==> src/rtl/addrgen_pkg.sv <==
// Shared widths, burst limits, page size, queue depth and controller state codes
package addrgen_pkg;

  ////////////////////////////////////////////////////////////
  // Request fields
  ////////////////////////////////////////////////////////////

  // Byte address
  localparam int unsigned ADDR_WIDTH = 32;
  // Element count of one request
  localparam int unsigned LEN_WIDTH  = 16;
  // Element width code, log2 of the element bytes (0 to 3)
  localparam int unsigned VEW_WIDTH  = 2;

  ////////////////////////////////////////////////////////////
  // AXI address channel
  ////////////////////////////////////////////////////////////

  // Data bus is 64 bits wide
  localparam int unsigned BUS_BYTES       = 8;
  localparam int unsigned BUS_SIZE_LOG    = 3;
  // AxSIZE and AxLEN field widths
  localparam int unsigned SIZE_WIDTH      = 3;
  localparam int unsigned BEATS_WIDTH     = 8;
  // INCR bursts stop at 256 beats and at 4 KiB pages
  localparam int unsigned MAX_BURST_BEATS = 256;
  localparam int unsigned PAGE_BITS       = 12;

  // Beats buffered for the load/store units
  localparam int unsigned CMD_FIFO_DEPTH = 4;

  // Controller states
  localparam int unsigned STATE_WIDTH = 2;
  localparam logic [STATE_WIDTH-1:0] ST_IDLE  = 2'd0;
  localparam logic [STATE_WIDTH-1:0] ST_CHECK = 2'd1;
  localparam logic [STATE_WIDTH-1:0] ST_ISSUE = 2'd2;
  localparam logic [STATE_WIDTH-1:0] ST_DONE  = 2'd3;

endpackage

==> src/rtl/addrgen_burst_calc.sv <==
// Current address register and burst length, size and consumed-element calculation
`timescale 1ns/1ps

module addrgen_burst_calc (
  input  logic                                clk_i,
  input  logic                                rst_ni,
  input  logic                                load_i,
  input  logic                                step_i,
  input  logic [addrgen_pkg::ADDR_WIDTH-1:0]  addr_i,
  input  logic [addrgen_pkg::ADDR_WIDTH-1:0]  stride_i,
  input  logic [addrgen_pkg::VEW_WIDTH-1:0]   vew_i,
  input  logic                                unit_stride_i,
  input  logic [addrgen_pkg::LEN_WIDTH-1:0]   remaining_i,
  output logic [addrgen_pkg::ADDR_WIDTH-1:0]  addr_o,
  output logic [addrgen_pkg::BEATS_WIDTH-1:0] beats_o,
  output logic [addrgen_pkg::SIZE_WIDTH-1:0]  size_o,
  output logic [addrgen_pkg::LEN_WIDTH-1:0]   consumed_o,
  output logic                                misaligned_o
);

  // Request registers
  logic [addrgen_pkg::ADDR_WIDTH-1:0] addr_q, stride_q;
  logic [addrgen_pkg::VEW_WIDTH-1:0]  vew_q;
  logic                               unit_q;

  // Burst boundaries
  logic [addrgen_pkg::ADDR_WIDTH-1:0] aligned_start, bytes_left, last_byte;
  logic [addrgen_pkg::ADDR_WIDTH-1:0] max_end, page_end, burst_end;
  logic [addrgen_pkg::ADDR_WIDTH-1:0] word_cnt, burst_elems, next_start, vew_mask;

  // Start of the bus word holding the current address
  assign aligned_start = {addr_q[addrgen_pkg::ADDR_WIDTH-1:addrgen_pkg::BUS_SIZE_LOG],
                          {addrgen_pkg::BUS_SIZE_LOG{1'b0}}};

  // Candidate ends: data left, 256 beats, page end
  assign bytes_left = addrgen_pkg::ADDR_WIDTH'(remaining_i) << vew_q;
  assign last_byte  = addr_q + bytes_left - 1'b1;
  assign max_end    = aligned_start + addrgen_pkg::ADDR_WIDTH'(
                      addrgen_pkg::MAX_BURST_BEATS * addrgen_pkg::BUS_BYTES - 1);
  assign page_end   = {addr_q[addrgen_pkg::ADDR_WIDTH-1:addrgen_pkg::PAGE_BITS],
                       {addrgen_pkg::PAGE_BITS{1'b1}}};

  // Earliest of the three
  always_comb begin
    burst_end = last_byte;
    if (max_end < burst_end) begin
      burst_end = max_end;
    end
    if (page_end < burst_end) begin
      burst_end = page_end;
    end
  end

  // Bus words covered, minus one
  assign word_cnt    = (burst_end >> addrgen_pkg::BUS_SIZE_LOG) -
                       (aligned_start >> addrgen_pkg::BUS_SIZE_LOG);
  // Whole elements between the address and the burst end
  assign burst_elems = (burst_end - addr_q + 1'b1) >> vew_q;
  // Next burst starts at the following bus word
  assign next_start  = {burst_end[addrgen_pkg::ADDR_WIDTH-1:addrgen_pkg::BUS_SIZE_LOG] + 1'b1,
                        {addrgen_pkg::BUS_SIZE_LOG{1'b0}}};

  assign addr_o = addr_q;

  // Strided beats carry one element of the element width
  assign beats_o    = unit_q ? word_cnt[addrgen_pkg::BEATS_WIDTH-1:0] : '0;
  assign size_o     = unit_q ? addrgen_pkg::SIZE_WIDTH'(addrgen_pkg::BUS_SIZE_LOG)
                             : addrgen_pkg::SIZE_WIDTH'(vew_q);
  assign consumed_o = unit_q ? burst_elems[addrgen_pkg::LEN_WIDTH-1:0]
                             : addrgen_pkg::LEN_WIDTH'(1);

  // Low vew bits of the base must be zero
  assign vew_mask     = ~({addrgen_pkg::ADDR_WIDTH{1'b1}} << vew_q);
  assign misaligned_o = |(addr_q & vew_mask);

  always_ff @(posedge clk_i or negedge rst_ni) begin
    if (!rst_ni) begin
      addr_q   <= '0;
      stride_q <= '0;
      vew_q    <= '0;
      unit_q   <= 1'b0;
    end else if (load_i) begin
      addr_q   <= addr_i;
      stride_q <= stride_i;
      vew_q    <= vew_i;
      unit_q   <= unit_stride_i;
    end else if (step_i) begin
      addr_q <= unit_q ? next_start : addr_q + stride_q;
    end
  end

endmodule

==> src/rtl/addrgen_cmd_fifo.sv <==
// Circular command queue of issued beats for the load/store units
`timescale 1ns/1ps

module addrgen_cmd_fifo (
  input  logic                                clk_i,
  input  logic                                rst_ni,
  input  logic                                push_i,
  input  logic [addrgen_pkg::ADDR_WIDTH-1:0]  addr_i,
  input  logic [addrgen_pkg::BEATS_WIDTH-1:0] beats_i,
  input  logic [addrgen_pkg::SIZE_WIDTH-1:0]  size_i,
  input  logic                                is_load_i,
  input  logic                                pop_i,
  output logic [addrgen_pkg::ADDR_WIDTH-1:0]  cmd_addr_o,
  output logic [addrgen_pkg::BEATS_WIDTH-1:0] cmd_len_o,
  output logic [addrgen_pkg::SIZE_WIDTH-1:0]  cmd_size_o,
  output logic                                cmd_is_load_o,
  output logic                                full_o,
  output logic                                empty_o
);

  // Entry storage
  logic [addrgen_pkg::ADDR_WIDTH-1:0]  addr_mem    [addrgen_pkg::CMD_FIFO_DEPTH];
  logic [addrgen_pkg::BEATS_WIDTH-1:0] beats_mem   [addrgen_pkg::CMD_FIFO_DEPTH];
  logic [addrgen_pkg::SIZE_WIDTH-1:0]  size_mem    [addrgen_pkg::CMD_FIFO_DEPTH];
  logic                                is_load_mem [addrgen_pkg::CMD_FIFO_DEPTH];

  // Pointers wrap naturally, depth is a power of two
  logic [$clog2(addrgen_pkg::CMD_FIFO_DEPTH)-1:0] wr_ptr_q, rd_ptr_q;
  logic [$clog2(addrgen_pkg::CMD_FIFO_DEPTH):0]   count_q;

  assign full_o  = (count_q == addrgen_pkg::CMD_FIFO_DEPTH);
  assign empty_o = (count_q == '0);

  // Head entry
  assign cmd_addr_o    = addr_mem[rd_ptr_q];
  assign cmd_len_o     = beats_mem[rd_ptr_q];
  assign cmd_size_o    = size_mem[rd_ptr_q];
  assign cmd_is_load_o = is_load_mem[rd_ptr_q];

  always_ff @(posedge clk_i) begin
    if (push_i) begin
      addr_mem[wr_ptr_q]    <= addr_i;
      beats_mem[wr_ptr_q]   <= beats_i;
      size_mem[wr_ptr_q]    <= size_i;
      is_load_mem[wr_ptr_q] <= is_load_i;
    end
  end

  always_ff @(posedge clk_i or negedge rst_ni) begin
    if (!rst_ni) begin
      wr_ptr_q <= '0;
      rd_ptr_q <= '0;
      count_q  <= '0;
    end else begin
      if (push_i) begin
        wr_ptr_q <= wr_ptr_q + 1'b1;
      end
      if (pop_i) begin
        rd_ptr_q <= rd_ptr_q + 1'b1;
      end
      // Simultaneous push and pop keep the occupancy
      if (push_i && !pop_i) begin
        count_q <= count_q + 1'b1;
      end else if (pop_i && !push_i) begin
        count_q <= count_q - 1'b1;
      end
    end
  end

  // Consumer only pops a valid head
  a_no_pop_empty: assert property (@(posedge clk_i) disable iff (!rst_ni)
    pop_i |-> !empty_o);

endmodule

==> src/rtl/addrgen_ctrl.sv <==
// Request FSM with alignment check, beat issue, channel ordering and completion
`timescale 1ns/1ps

module addrgen_ctrl (
  input  logic clk_i,
  input  logic rst_ni,
  input  logic req_valid_i,
  input  logic req_is_load_i,
  input  logic misaligned_i,
  input  logic last_i,
  input  logic fifo_full_i,
  input  logic fifo_empty_i,
  input  logic fifo_head_is_load_i,
  input  logic ar_ready_i,
  input  logic aw_ready_i,
  output logic req_ready_o,
  output logic load_o,
  output logic step_o,
  output logic push_o,
  output logic is_load_o,
  output logic ar_valid_o,
  output logic aw_valid_o,
  output logic done_o,
  output logic error_o
);

  logic [addrgen_pkg::STATE_WIDTH-1:0] state_q, state_d;
  // Direction of the running request
  logic is_load_q;
  // Set while a raised valid waits for ready
  logic hold_q;
  logic order_ok;
  logic beat_valid;
  logic beat_hs;

  ////////////////////////////////////////////////////////////
  // Beat issue
  ////////////////////////////////////////////////////////////

  // A load waits behind a store at the queue head, and the reverse
  assign order_ok = fifo_empty_i || (fifo_head_is_load_i == is_load_q);

  // Queue space and ordering gate only the raising of valid and never a held one
  assign beat_valid = (state_q == addrgen_pkg::ST_ISSUE) &&
                      (hold_q || (!fifo_full_i && order_ok));

  assign ar_valid_o = beat_valid && is_load_q;
  assign aw_valid_o = beat_valid && !is_load_q;
  assign beat_hs    = (ar_valid_o && ar_ready_i) || (aw_valid_o && aw_ready_i);

  // Every handshake pushes a command and advances counter and address
  assign step_o    = beat_hs;
  assign push_o    = beat_hs;
  assign is_load_o = is_load_q;

  assign req_ready_o = (state_q == addrgen_pkg::ST_IDLE);
  assign load_o      = req_valid_i && req_ready_o;

  ////////////////////////////////////////////////////////////
  // State machine
  ////////////////////////////////////////////////////////////

  always_comb begin
    state_d = state_q;
    done_o  = 1'b0;
    error_o = 1'b0;
    case (state_q)
      addrgen_pkg::ST_IDLE: begin
        if (load_o) begin
          state_d = addrgen_pkg::ST_CHECK;
        end
      end
      addrgen_pkg::ST_CHECK: begin
        // Base not aligned to the element width is rejected right away
        if (misaligned_i) begin
          done_o  = 1'b1;
          error_o = 1'b1;
          state_d = addrgen_pkg::ST_IDLE;
        end else begin
          state_d = addrgen_pkg::ST_ISSUE;
        end
      end
      addrgen_pkg::ST_ISSUE: begin
        if (beat_hs && last_i) begin
          state_d = addrgen_pkg::ST_DONE;
        end
      end
      default: begin
        // Completion pulse after the last beat
        done_o  = 1'b1;
        state_d = addrgen_pkg::ST_IDLE;
      end
    endcase
  end

  always_ff @(posedge clk_i or negedge rst_ni) begin
    if (!rst_ni) begin
      state_q   <= addrgen_pkg::ST_IDLE;
      is_load_q <= 1'b0;
      hold_q    <= 1'b0;
    end else begin
      state_q <= state_d;
      hold_q  <= beat_valid && !beat_hs;
      if (load_o) begin
        is_load_q <= req_is_load_i;
      end
    end
  end

  ////////////////////////////////////////////////////////////
  // Assertions
  ////////////////////////////////////////////////////////////

  // Valid is held until ready even when the queue head changes
  a_ar_hold: assert property (@(posedge clk_i) disable iff (!rst_ni)
    ar_valid_o && !ar_ready_i |=> ar_valid_o);
  a_aw_hold: assert property (@(posedge clk_i) disable iff (!rst_ni)
    aw_valid_o && !aw_ready_i |=> aw_valid_o);

  // Queue can never overflow
  a_no_push_full: assert property (@(posedge clk_i) disable iff (!rst_ni)
    push_o |-> !fifo_full_i);

endmodule

==> src/rtl/addrgen_elem_cnt.sv <==
// Remaining-element counter with saturating step and last-beat flag
`timescale 1ns/1ps

module addrgen_elem_cnt (
  input  logic                              clk_i,
  input  logic                              rst_ni,
  input  logic                              load_i,
  input  logic                              step_i,
  input  logic [addrgen_pkg::LEN_WIDTH-1:0] len_i,
  input  logic [addrgen_pkg::LEN_WIDTH-1:0] consumed_i,
  output logic [addrgen_pkg::LEN_WIDTH-1:0] remaining_o,
  output logic                              last_o
);

  logic [addrgen_pkg::LEN_WIDTH-1:0] remaining_q;

  // Current beat finishes the request
  assign last_o      = (consumed_i >= remaining_q);
  assign remaining_o = remaining_q;

  always_ff @(posedge clk_i or negedge rst_ni) begin
    if (!rst_ni) begin
      remaining_q <= '0;
    end else if (load_i) begin
      remaining_q <= len_i;
    end else if (step_i) begin
      // Saturate at zero when a burst covers more than is left
      if (last_o) begin
        remaining_q <= '0;
      end else begin
        remaining_q <= remaining_q - consumed_i;
      end
    end
  end

  // Beats only issue while elements are left
  a_no_step_empty: assert property (@(posedge clk_i) disable iff (!rst_ni)
    step_i |-> remaining_q != '0);

endmodule

==> src/rtl/addrgen_top.sv <==
// Address generator top level wiring the controller, counter, burst calculator and queue
`timescale 1ns/1ps

module addrgen_top (
  input  logic                                clk_i,
  input  logic                                rst_ni,
  // Vector memory request
  input  logic                                req_valid_i,
  output logic                                req_ready_o,
  input  logic [addrgen_pkg::ADDR_WIDTH-1:0]  req_addr_i,
  input  logic [addrgen_pkg::LEN_WIDTH-1:0]   req_len_i,
  input  logic [addrgen_pkg::ADDR_WIDTH-1:0]  req_stride_i,
  input  logic [addrgen_pkg::VEW_WIDTH-1:0]   req_vew_i,
  input  logic                                req_is_load_i,
  input  logic                                req_unit_stride_i,
  // AR channel
  output logic                                ar_valid_o,
  input  logic                                ar_ready_i,
  output logic [addrgen_pkg::ADDR_WIDTH-1:0]  ar_addr_o,
  output logic [addrgen_pkg::BEATS_WIDTH-1:0] ar_len_o,
  output logic [addrgen_pkg::SIZE_WIDTH-1:0]  ar_size_o,
  // AW channel
  output logic                                aw_valid_o,
  input  logic                                aw_ready_i,
  output logic [addrgen_pkg::ADDR_WIDTH-1:0]  aw_addr_o,
  output logic [addrgen_pkg::BEATS_WIDTH-1:0] aw_len_o,
  output logic [addrgen_pkg::SIZE_WIDTH-1:0]  aw_size_o,
  // Command queue towards the load/store units
  output logic                                cmd_valid_o,
  input  logic                                cmd_ready_i,
  output logic [addrgen_pkg::ADDR_WIDTH-1:0]  cmd_addr_o,
  output logic [addrgen_pkg::BEATS_WIDTH-1:0] cmd_len_o,
  output logic [addrgen_pkg::SIZE_WIDTH-1:0]  cmd_size_o,
  output logic                                cmd_is_load_o,
  // Completion
  output logic                                done_o,
  output logic                                error_o
);

  // Strobes from the controller
  logic load, step, push, is_load;
  // Status back to the controller
  logic misaligned, last;
  logic fifo_full, fifo_empty, fifo_pop;
  // Current beat
  logic [addrgen_pkg::ADDR_WIDTH-1:0]  beat_addr;
  logic [addrgen_pkg::BEATS_WIDTH-1:0] beat_len;
  logic [addrgen_pkg::SIZE_WIDTH-1:0]  beat_size;
  logic [addrgen_pkg::LEN_WIDTH-1:0]   remaining, consumed;

  // Same beat fields on both address channels, valid picks the channel
  assign ar_addr_o = beat_addr;
  assign ar_len_o  = beat_len;
  assign ar_size_o = beat_size;
  assign aw_addr_o = beat_addr;
  assign aw_len_o  = beat_len;
  assign aw_size_o = beat_size;

  assign cmd_valid_o = ~fifo_empty;
  assign fifo_pop    = cmd_valid_o & cmd_ready_i;

  addrgen_ctrl i_ctrl (
    .clk_i              (clk_i),
    .rst_ni             (rst_ni),
    .req_valid_i        (req_valid_i),
    .req_is_load_i      (req_is_load_i),
    .misaligned_i       (misaligned),
    .last_i             (last),
    .fifo_full_i        (fifo_full),
    .fifo_empty_i       (fifo_empty),
    .fifo_head_is_load_i(cmd_is_load_o),
    .ar_ready_i         (ar_ready_i),
    .aw_ready_i         (aw_ready_i),
    .req_ready_o        (req_ready_o),
    .load_o             (load),
    .step_o             (step),
    .push_o             (push),
    .is_load_o          (is_load),
    .ar_valid_o         (ar_valid_o),
    .aw_valid_o         (aw_valid_o),
    .done_o             (done_o),
    .error_o            (error_o)
  );

  addrgen_elem_cnt i_elem_cnt (
    .clk_i      (clk_i),
    .rst_ni     (rst_ni),
    .load_i     (load),
    .step_i     (step),
    .len_i      (req_len_i),
    .consumed_i (consumed),
    .remaining_o(remaining),
    .last_o     (last)
  );

  addrgen_burst_calc i_burst_calc (
    .clk_i        (clk_i),
    .rst_ni       (rst_ni),
    .load_i       (load),
    .step_i       (step),
    .addr_i       (req_addr_i),
    .stride_i     (req_stride_i),
    .vew_i        (req_vew_i),
    .unit_stride_i(req_unit_stride_i),
    .remaining_i  (remaining),
    .addr_o       (beat_addr),
    .beats_o      (beat_len),
    .size_o       (beat_size),
    .consumed_o   (consumed),
    .misaligned_o (misaligned)
  );

  addrgen_cmd_fifo i_cmd_fifo (
    .clk_i        (clk_i),
    .rst_ni       (rst_ni),
    .push_i       (push),
    .addr_i       (beat_addr),
    .beats_i      (beat_len),
    .size_i       (beat_size),
    .is_load_i    (is_load),
    .pop_i        (fifo_pop),
    .cmd_addr_o   (cmd_addr_o),
    .cmd_len_o    (cmd_len_o),
    .cmd_size_o   (cmd_size_o),
    .cmd_is_load_o(cmd_is_load_o),
    .full_o       (fifo_full),
    .empty_o      (fifo_empty)
  );

endmodule

==> config.mk <==
export PLATFORM = sky130hd
export DESIGN_NAME = addrgen_top
export DESIGN_NICKNAME = d
export VERILOG_FILES = /design/src/rtl/addrgen_pkg.sv /design/src/rtl/addrgen_burst_calc.sv /design/src/rtl/addrgen_cmd_fifo.sv /design/src/rtl/addrgen_ctrl.sv /design/src/rtl/addrgen_elem_cnt.sv /design/src/rtl/addrgen_top.sv
export SDC_FILE = /design/constraint.sdc
export NUM_CORES = 1
export LEC_CHECK = 0
export BUFFER_PORTS_ARGS = -buffer_cell sky130_fd_sc_hd__buf_2
export CAP_MARGIN = 40
export CORE_ASPECT_RATIO = 0.9
export CORE_MARGIN = 8
export CORE_UTILIZATION = 45
export DETAILED_ROUTE_END_ITERATION = 16
export GPL_ROUTABILITY_DRIVEN = 0
export PLACE_DENSITY = 0.63
export SLEW_MARGIN = 5
export SYNTH_ARGS = -nofsm -noshare
export SYNTH_HDL_FRONTEND = slang
export SYNTH_SLANG_ARGS = --single-unit
==> constraint.sdc <==
create_clock -name clk_i -period 20 [get_ports clk_i]
set_input_delay 6 -clock clk_i [delete_from_list [all_inputs] [get_ports clk_i]]
set_output_delay 6 -clock clk_i [all_outputs]
set_load 0.05 [all_outputs]
==> impl_metrics.py, run 1 <==
metrics = {
    "die": {
        "ios": 226,
        "start_util": 0.453,
        "core_area_mm2": 0.0452,
        "core.rowCount": 74,
        "die_y_um": 218,
        "die_x_um": 241,
        "die-area_mm2": 0.0526,
    },
    "place": {
        "port_buffers": 222,
        "dpl_cell_area_mm2": 0.0219,
        "place_hpwl_um": 46700,
    },
    "sta": {
        "worst_slew_pin_slew_ps": 897,
        "skew_ps": 19.3,
        "timing.final.hold_violations": 0,
        "max_freq_mhz": 54.7,
        "post-route-period-util": 0.915,
        "relSlewSlack": 0.398,
        "setup-tns-final_ps": 0,
        "grt_setup_unrepaired": "false",
        "finalSetupViolCount": 0,
        "drv_slew": 0,
        "post-route-min-period_ps": 18300,
    },
    "clocking": {
        "worstSkewPairLatency_ps": 560,
        "ctsHoldBuffers": 0,
        "clk_pin_slew_ps": 60,
        "htreeDepth": 1,
        "clk_path_buf_depth": 3,
        "post_cts_buffers": 0,
        "ctsResizeCount": 0,
        "cts_made_buffers": 29,
        "clock-sinks": 266,
        "clockRootBuffer": "clkbuf_16",
        "cts_tree": "built",
    },
    "critical_path": {
        "reg2reg_from": "i_burst_calc.vew_q[0]",
        "critPathLaunchType": "flip-flop",
        "worst-path-max-fanout": 36,
        "required_ps": 14000,
        "cpMostUsedCell": "a21o_1",
        "crit_start": "i_burst_calc.vew_q[0]",
        "cpMaxStageDelayCell": "o41ai_1",
        "critPathMaxStageDelay_ps": 670,
        "worst_setup_path_end_kind": "output port",
        "arrival_ps": 12300,
        "path_class": "reg -> out",
    },
    "hold_path": {
        "worstHoldStart": "i_cmd_fifo.count_q[2]",
        "hold_path.class": "reg -> reg",
    },
    "logic_synthesis": {
        "yosysWarnings": 0,
        "synth_common_cells": "nand2_1 (231), ha_1 (191), edfxtp_1 (172)",
        "yosysMostFrequentCell": "nand2_1",
        "synth_area_mm2": 0.0205,
        "synthDistinctLibCells": 87,
        "async_reset_ff_frac": 0.353,
        "netlist_instances": 2093,
        "synth_largest_area_cell": "edfxtp_1",
        "netlist.area_leader.share": 0.252,
        "synthFlopType": "edfxtp_1",
        "synthTopCellsByArea": "edfxtp_1 (25%), ha_1 (12%), dfrtp_1 (11%), mux4_2 (5.1%), nand2_1 (4.2%)",
        "ys_ff_latch": 266,
        "synth_edf_count": 172,
        "ys_seq_area_frac": 0.367,
        "avgSynthCellArea_um2": 9.78,
    },
    "grt": {
        "grt_max_degree": 63,
        "antenna_found_initial": 1,
        "grt_first_pass_wirelength_um": 95000,
        "grt_overflow": 0,
        "grt_util_all_layers": 0.226,
        "grt_pass1_vias": 16686,
    },
    "routing": {
        "dr.pass1.iters": 8,
        "detail-route-antenna-nets": 0,
        "routed_wl_um": 61300,
        "wl_per_cell_um": 21.3,
        "routed-via-count": 16781,
        "drt_iter0_drc": 1620,
        "viasPerCell": 5.83,
        "drc": 0,
    },
    "run": {
        "cap_viol_max_count": 0,
    },
    "final_layout": {
        "seq_area_mm2": 0.00752,
        "design_area_mm2": 0.0229,
        "area_growth_syn_to_layout_pct": 11.9,
        "fill_cells": 4194,
        "multi_input_area_mm2": 0.0117,
        "fin_nets": 2540,
        "drive_above_1_share": 0.181,
    },
    "status": {
        "status": "finished, final reports clean",
    },
}
-- critical path, delay by kind of cell (launching register included) --
kind / cells / cell delay, ps
adders and majority gates: 7 / 1970
buffers and inverters: 8 / 1670
xor gates and xnor gates: 2 / 320
and+or+nand+nor: 11 / 2260
DFF: 1 / 320
muxes: 1 / 160
AOI/OAI and AO/OA: 21 / 5010
-- kinds of logic after synthesis --
group,synth area share
and+or+nand+nor,0.136
AOI/OAI and AO/OA,0.163
buffers and inverters,0.0604
DFF,0.367
adders and majority gates,0.129
xor gates and xnor gates,0.0585
muxes,0.0863
other,0.000183
-- path summary, 6_finish.rpt --
check	depth (start not counted)	to	slack, ps
setup / recovery	50	aw_len_o[7]	1700
hold / removal	1	i_cmd_fifo.count_q[2]	470
setup reg to reg	68	i_elem_cnt.remaining_o[11]	4510
hold reg to reg	1	i_cmd_fifo.count_q[2]	470
max in group asynchronous	2	i_burst_calc.unit_q	13340
min in group asynchronous	1	i_burst_calc.addr_o[7]	5410
-- stage by stage --
| step | setup WS [ps] | utilization | hold WS, ps | instances |
|---|---|---|---|---|
| global placement | 2860 | 0.484 | 458 | 2822 |
| global route | 801 | 0.507 | 500 | 2879 |
| detailed placement | 2520 | 0.485 | 458 | 2824 |
| CTS | 1890 | 0.506 | 474 | 2878 |
| floorplan | 2550 | - | 435 | 2095 |
| finish | 1700 | 0.507 | 472 | 2880 |
-- layer usage --
metal	track usage	vias up	part of all wire
li1	-	7911	-
met1	0.312	8160	0.44
met2	0.378	633	0.47
met3	0.0360	77	0.075
met4	0.0382	0	0.015
met5	0	-	0
-- registers in the layout (all words and copies together) (netlist names) --
register                count
i_cmd_fifo.is_load_mem      4
i_cmd_fifo.count_q          3
i_ctrl.hold_q               1
i_ctrl.is_load_o            1
i_burst_calc.addr_o        32
i_burst_calc.stride_q      32
i_cmd_fifo.rd_ptr_q         2
i_burst_calc.vew_q          2
i_cmd_fifo.addr_mem       128
i_cmd_fifo.size_mem         8
i_cmd_fifo.beats_mem       32
i_cmd_fifo.wr_ptr_q         2
i_burst_calc.unit_q         1
i_elem_cnt.remaining_o     16
i_ctrl.state_q              2
-- layout by cell type, fill, tap and decap left out, drive strengths merged, types with 11 or more instances in the layout --
| cell type | instances |
|---|---|
| and3 | 21 |
| nand2b | 13 |
| mux4 | 46 |
| a31oi | 24 |
| a211oi | 19 |
| and2 | 22 |
| buf | 248 |
| mux2 | 24 |
| o211ai | 19 |
| edfxtp | 172 |
| nand2 | 231 |
| o31ai | 13 |
| xor2 | 50 |
| a21oi | 117 |
| clkbuf | 34 |
| o21a | 21 |
| or3 | 17 |
| nor2 | 107 |
| mux2i | 46 |
| fa | 11 |
| o21bai | 14 |
| a21o | 41 |
| nor2b | 16 |
| inv | 157 |
| nand3 | 37 |
| a22oi | 22 |
| nand4 | 28 |
| dfrtp | 94 |
| or2 | 16 |
| o21ai | 139 |
| nor3 | 37 |
| ha | 191 |
| xnor2 | 84 |
-- layout make-up --
class / instances / area share
well taps: 608 / 0.0332
clock buffers: 34 / 0.0334
inverters: 153 / 0.0251
clock inverters: 20 / 0.00929
multi-input cells: 1550 / 0.512
diodes: 1 / 0.000109
flip-flops and latches: 266 / 0.329
repair buffers: 248 / 0.0579
Power of run 1 is not shown: default switching activity piles up to over one toggle a cycle in this logic, so the estimate is an artifact.
==> run 2: changes to the inputs <==
--- a/config.mk
+++ b/config.mk
@@ -5,14 +5,15 @@
 export SDC_FILE = /design/constraint.sdc
 export NUM_CORES = 1
 export LEC_CHECK = 0
-export BUFFER_PORTS_ARGS = -buffer_cell sky130_fd_sc_hd__buf_2
+export ABC_AREA = 1
 export CAP_MARGIN = 40
 export CORE_ASPECT_RATIO = 0.9
 export CORE_MARGIN = 8
 export CORE_UTILIZATION = 45
 export DETAILED_ROUTE_END_ITERATION = 16
+export DONT_BUFFER_PORTS = 1
 export GPL_ROUTABILITY_DRIVEN = 0
-export PLACE_DENSITY = 0.63
+export PLACE_DENSITY = 0.59
 export SLEW_MARGIN = 5
 export SYNTH_ARGS = -nofsm -noshare
 export SYNTH_HDL_FRONTEND = slang
==> run 2 against run 1 <==
- design area increased by 1.2%
- sequential cell count unchanged
- first-iteration DRC count up 9.8%
- die area grew 3.3%
- synthesized area up 3.6%
- critical path depth is the same
- setup slack gained 740 ps
- core utilization down 0.88 points
- highest routed layer unchanged
- wire length grew 8.1%
- critical endpoint is now aw_len_o[6]
- synthesized cell count rose by 36%
- critical path type unchanged
- clock skew increased by 20 ps
==> impl_metrics.py, run 2 <==
metrics = {
    "grt": {
        "grt_util_all_layers": 0.234,
        "grt_pass1_vias": 18191,
        "grt_max_degree": 95,
        "grt_overflow": 0,
        "antenna_found_initial": 1,
        "grt_first_pass_wirelength_um": 102000,
    },
    "critical_path": {
        "cp.depth": 50,
        "arrival_ps": 11550,
        "r2r_cells": 71,
        "critPathLaunchType": "flip-flop",
        "cpMostUsedCell": "nand2_1",
        "crit_buf_inv": 9,
        "critPathMaxStageDelay_ps": 780,
        "worst_setup_path_end_kind": "output port",
        "path_delay_family": "simple AND/OR/NAND/NOR gates",
        "path_class": "reg -> out",
        "cpMaxStageDelayCell": "clkinv_1",
        "worst-path-max-fanout": 46,
        "required_ps": 14000,
    },
    "logic_synthesis": {
        "synthFlopType": "edfxtp_1",
        "ys_seq_area_frac": 0.355,
        "synthDistinctLibCells": 52,
        "synth_common_cells": "nand2_1 (776), inv_1 (318), o21ai_0 (246)",
        "yosysMostFrequentCell": "nand2_1",
        "ys_ff_latch": 266,
        "yosysWarnings": 0,
        "netlist.area_leader.share": 0.244,
        "synth_largest_area_cell": "edfxtp_1",
        "async_reset_ff_frac": 0.353,
        "synthTopCellsByArea": "edfxtp_1 (24%), nand2_1 (14%), ha_1 (11%), dfrtp_1 (11%), o21ai_0 (5.8%)",
        "synth_area_mm2": 0.0212,
        "netlist_instances": 2838,
        "synth_edf_count": 172,
        "avgSynthCellArea_um2": 7.47,
    },
    "die": {
        "start_util": 0.455,
        "core_area_mm2": 0.0465,
        "core.rowCount": 75,
        "die_y_um": 222,
        "die_x_um": 245,
        "ios": 226,
        "die-area_mm2": 0.0543,
    },
    "hold_path": {
        "hold_depth": 2,
        "hold_path.class": "reg -> reg",
    },
    "final_layout": {
        "largest_register": "i_cmd_fifo.addr_mem",
        "layout_common_cells": "nand2_1 (775), inv_1 (316), o21ai_0 (246)",
        "utilization": 0.498,
        "area_growth_syn_to_layout_pct": 9.37,
        "fin_nets": 3126,
        "fill_cells": 4561,
        "final_common_cell": "nand2_1",
        "drive_above_1_share": 0.0851,
        "largest_register_ffs": 128,
    },
    "sta": {
        "relSlewSlack": 0.408,
        "skew_ps": 38.8,
        "finalSetupViolCount": 0,
        "max_freq_mhz": 57.0,
        "post-route-min-period_ps": 17550,
        "fin_ws_ps": 2450,
        "setup-tns-final_ps": 0,
        "worst_slew_pin_slew_ps": 888,
        "drv_slew": 0,
        "grt_setup_unrepaired": "false",
        "post-route-period-util": 0.878,
        "timing.final.hold_violations": 0,
    },
    "clocking": {
        "clk_pin_slew_ps": 60,
        "htreeDepth": 1,
        "worstSkewPairLatency_ps": 580,
        "clk_path_buf_depth": 3,
        "ctsHoldBuffers": 0,
        "ctsResizeCount": 0,
        "clock-sinks": 266,
        "clockRootBuffer": "clkbuf_16",
        "cts_tree": "built",
        "cts_made_buffers": 29,
        "post_cts_buffers": 0,
    },
    "routing": {
        "drc": 0,
        "routed-via-count": 19178,
        "dr.pass1.iters": 6,
        "wl_per_cell_um": 19.0,
        "routed_wl_um": 66200,
        "drt_iter0_drc": 1779,
        "detail-route-antenna-nets": 0,
        "viasPerCell": 5.52,
    },
    "place": {
        "place_hpwl_um": 49900,
        "dp_slack_ps": 3220,
        "port_buffers": 0,
    },
    "status": {
        "status": "finished, final reports clean",
    },
    "run": {
        "cap_viol_max_count": 0,
    },
}
run 2: cells by family (layout without fill, tap and decap cells):
| logic type | after synthesis | in the layout | synth area share |
|---|---|---|---|
| multiplexers | 2 | 2 | 0.00100 |
| AO/OA/AOI/OAI | 533 | 533 | 0.139 |
| adder cells (fa/ha/maj) | 202 | 202 | 0.123 |
| XOR/XNOR | 84 | 84 | 0.0347 |
| other | 1 | 7 | 0.000177 |
| buffers and inverters | 472 | 489 | 0.0950 |
| flip-flops | 266 | 266 | 0.355 |
| AND/OR/NAND/NOR | 1278 | 1278 | 0.252 |
run 2: metal layers:
metal / global-route usage / share of wire / routed length [um] / up-vias
met3: 0.0344 / 0.072 / 4740 / 115
met4: 0.0659 / 0.027 / 1800 / 0
met5: 0 / 0 / 0 / -
met2: 0.372 / 0.44 / 29400 / 618
li1: - / - / - / 9370
met1: 0.328 / 0.46 / 30300 / 9075
run 2: final cells by class:
type                            instances  area, um^2  share of cell area
Timing Repair Buffer                  105         853              0.0368
Sequential cell                       266        7530               0.325
Clock inverter                         16         214             0.00923
Inverter                              330        1240              0.0535
Antenna cell                            4        10.0            0.000432
Multi-Input combinational cell       2102       11800               0.507
Clock buffer                           38         800              0.0345
Tap cell                              616         771              0.0333
run 2: through the flow:
step           std cells  cell area (um^2)  hold WS, ps
2_1_floorplan       2840             21200          453
3_3_place_gp        3374             21700          475
3_5_place_dp        3419             22200          473
4_1_cts             3473             23200          490
5_1_grt             3473             23200          505
6_report            3477             23200          489
run 2: path summary, 6_finish.rpt:
kind,start,end,slack (ps)
max in group asynchronous,rst_ni,i_burst_calc.addr_o[20],14550
worst max register to register,i_burst_calc.vew_q[0],i_elem_cnt.remaining_o[13],5660
worst min-delay path,i_burst_calc.stride_q[6],i_burst_calc.stride_q[6],490
worst max-delay path,i_burst_calc.vew_q[0],aw_len_o[6],2450
min in group asynchronous,rst_ni,i_elem_cnt.remaining_o[4],5120
worst min register to register,i_burst_calc.stride_q[6],i_burst_calc.stride_q[6],490
run 2: worst reg2reg max path, delay by kind of cell (launching register included):
kind / cells / cell delay (ps)
compound gates: 16 / 3410
xor+xnor: 2 / 410
fa+ha+maj: 8 / 2500
buf+inv: 12 / 2350
flops: 1 / 320
simple gates: 33 / 5250
Power of run 2 is left out for the same reason.
==> run 3: changes to the inputs <==
--- a/config.mk
+++ b/config.mk
@@ -5,7 +5,7 @@
 export SDC_FILE = /design/constraint.sdc
 export NUM_CORES = 1
 export LEC_CHECK = 0
-export ABC_AREA = 1
+export ABC_AREA = 0
 export CAP_MARGIN = 40
 export CORE_ASPECT_RATIO = 0.9
 export CORE_MARGIN = 8
@@ -14,6 +14,7 @@
 export DONT_BUFFER_PORTS = 1
 export GPL_ROUTABILITY_DRIVEN = 0
 export PLACE_DENSITY = 0.59
+export REMOVE_ABC_BUFFERS = 1
 export SLEW_MARGIN = 5
 export SYNTH_ARGS = -nofsm -noshare
 export SYNTH_HDL_FRONTEND = slang
==> run 3 against run 2 <==
- final cell count fell by 22%
- sequential share of layout area rose by 1.5 points
- non-clock buffer count down 41
- highest routed layer is now met5
- die area is 3.2% lower
- design area shrank 4.6%
==> impl_metrics.py, run 3 (same netlist as run 1, synthesis figures left out) <==
metrics = {
    "status": {
        "status": "finished, final reports clean",
    },
    "routing": {
        "drt_iter0_drc": 1404,
        "detail-route-antenna-nets": 0,
        "routed-via-count": 16161,
        "dr.pass1.iters": 8,
        "routed_wl_um": 60200,
        "wl_per_cell_um": 22.3,
        "drc": 0,
        "viasPerCell": 5.99,
    },
    "critical_path": {
        "required_ps": 14000,
        "r2r-end": "i_elem_cnt.remaining_o[15]",
        "r2r_cells": 67,
        "path_delay_family": "compound AO/OA/AOI/OAI gates",
        "crit_buf_inv": 9,
        "cpMostUsedCell": "a21o_1",
        "worst_setup_path_end_kind": "output port",
        "critPathMaxStageDelay_ps": 610,
        "cpMaxStageDelayCell": "and2_1",
        "reg2reg_from": "i_burst_calc.vew_q[1]",
        "arrival_ps": 12430,
        "path_class": "reg -> out",
        "critPathLaunchType": "flip-flop",
        "reg2reg_slack_ps": 4630,
        "worst-path-max-fanout": 45,
        "cp.depth": 50,
    },
    "die": {
        "core.rowCount": 74,
        "start_util": 0.453,
        "ios": 226,
        "core_area_mm2": 0.0452,
        "die-area_mm2": 0.0526,
        "die_x_um": 241,
        "die_y_um": 218,
    },
    "sta": {
        "worst_slew_pin_slew_ps": 902,
        "post-route-period-util": 0.921,
        "setup-tns-final_ps": 0,
        "finalSetupViolCount": 0,
        "grt_setup_unrepaired": "false",
        "relSlewSlack": 0.397,
        "post-route-min-period_ps": 18430,
        "skew_ps": 55.0,
        "max_freq_mhz": 54.3,
        "drv_slew": 0,
        "timing.final.hold_violations": 0,
    },
    "hold_path": {
        "hold_path.class": "reg -> reg",
        "hold_depth": 1,
        "holdPathEnd": "i_cmd_fifo.count_q[2]",
        "worstHoldStart": "i_cmd_fifo.count_q[2]",
    },
    "grt": {
        "antenna_found_initial": 6,
        "grt_max_degree": 95,
        "grt_util_all_layers": 0.224,
        "grt_overflow": 0,
        "grt_first_pass_wirelength_um": 93000,
        "grt_pass1_vias": 15952,
    },
    "final_layout": {
        "fin_cells": 2699,
        "area_growth_syn_to_layout_pct": 8.03,
        "seq_area_mm2": 0.00752,
        "largest_register_ffs": 128,
        "fill_cells": 4243,
        "layout_common_cells": "nand2_1 (230), ha_1 (191), edfxtp_1 (172)",
        "multi_input_area_mm2": 0.0117,
        "largest_register": "i_cmd_fifo.addr_mem",
        "final_common_cell": "nand2_1",
        "drive_above_1_share": 0.110,
        "fin_nets": 2356,
        "utilization": 0.489,
    },
    "clocking": {
        "clk_pin_slew_ps": 70,
        "worstSkewPairLatency_ps": 590,
        "clockRootBuffer": "clkbuf_16",
        "clock-sinks": 266,
        "ctsResizeCount": 0,
        "cts_made_buffers": 29,
        "clk_path_buf_depth": 3,
        "ctsHoldBuffers": 0,
        "cts_tree": "built",
        "htreeDepth": 1,
        "post_cts_buffers": 0,
    },
    "place": {
        "dp_cells": 2641,
        "port_buffers": 0,
        "place_hpwl_um": 45100,
    },
    "run": {
        "cap_viol_max_count": 0,
    },
}
## run 3: cell types whose count changed in the layout (fill, tap and decap cells not counted), sizes merged, moves of 25 or more
cell,previous run,this run
nand2,790,231
inv,332,159
nand3,199,37
nor2,238,107
o21ai,262,139
xnor2,29,84
mux4,0,46
mux2i,1,46
buf,105,64
o22ai,44,6
a21o,5,41
nor3,9,37
a21oi,142,117
## run 3: cell type report
cell class                 count  share of cell area
multi-input combinational   1550               0.531
sequential                   266               0.340
tap                          608              0.0344
clock buffer                  33              0.0335
inverter                     153              0.0260
timing repair buffer          64              0.0233
clock inverter                20              0.0108
antenna                        5            0.000566
## run 3: worst max path at each step
| stage | slack (ps) | startpoint | endpoint |
|---|---|---|---|
| 4_1_cts | 1720 | i_burst_calc.vew_q[1] | aw_len_o[7] |
| 3_5_place_dp | 2380 | i_burst_calc.vew_q[1] | aw_len_o[7] |
| 6_report | 1570 | i_burst_calc.vew_q[1] | aw_len_o[7] |
| 3_3_place_gp | 2690 | i_burst_calc.vew_q[1] | aw_len_o[7] |
| 5_1_grt | 740 | i_burst_calc.vew_q[1] | aw_len_o[7] |
| 2_1_floorplan | 900 | i_burst_calc.vew_q[0] | ar_len_o[2] |
## run 3: stage by stage
stage	setup WS [ps]	cell area [um^2]	hold WS, ps
after floorplan	899	19800	435
after global placement	2690	21000	451
after detailed placement	2380	21100	455
after CTS	1720	22100	467
after global routing	742	22100	503
final	1570	22100	474
## run 3: layer usage
layer  share of wire  track usage
met5         0.00022            0
met4           0.023       0.0591
met3           0.070       0.0316
met2            0.44        0.345
met1            0.46        0.329
Power of run 3 is left out for the same reason.
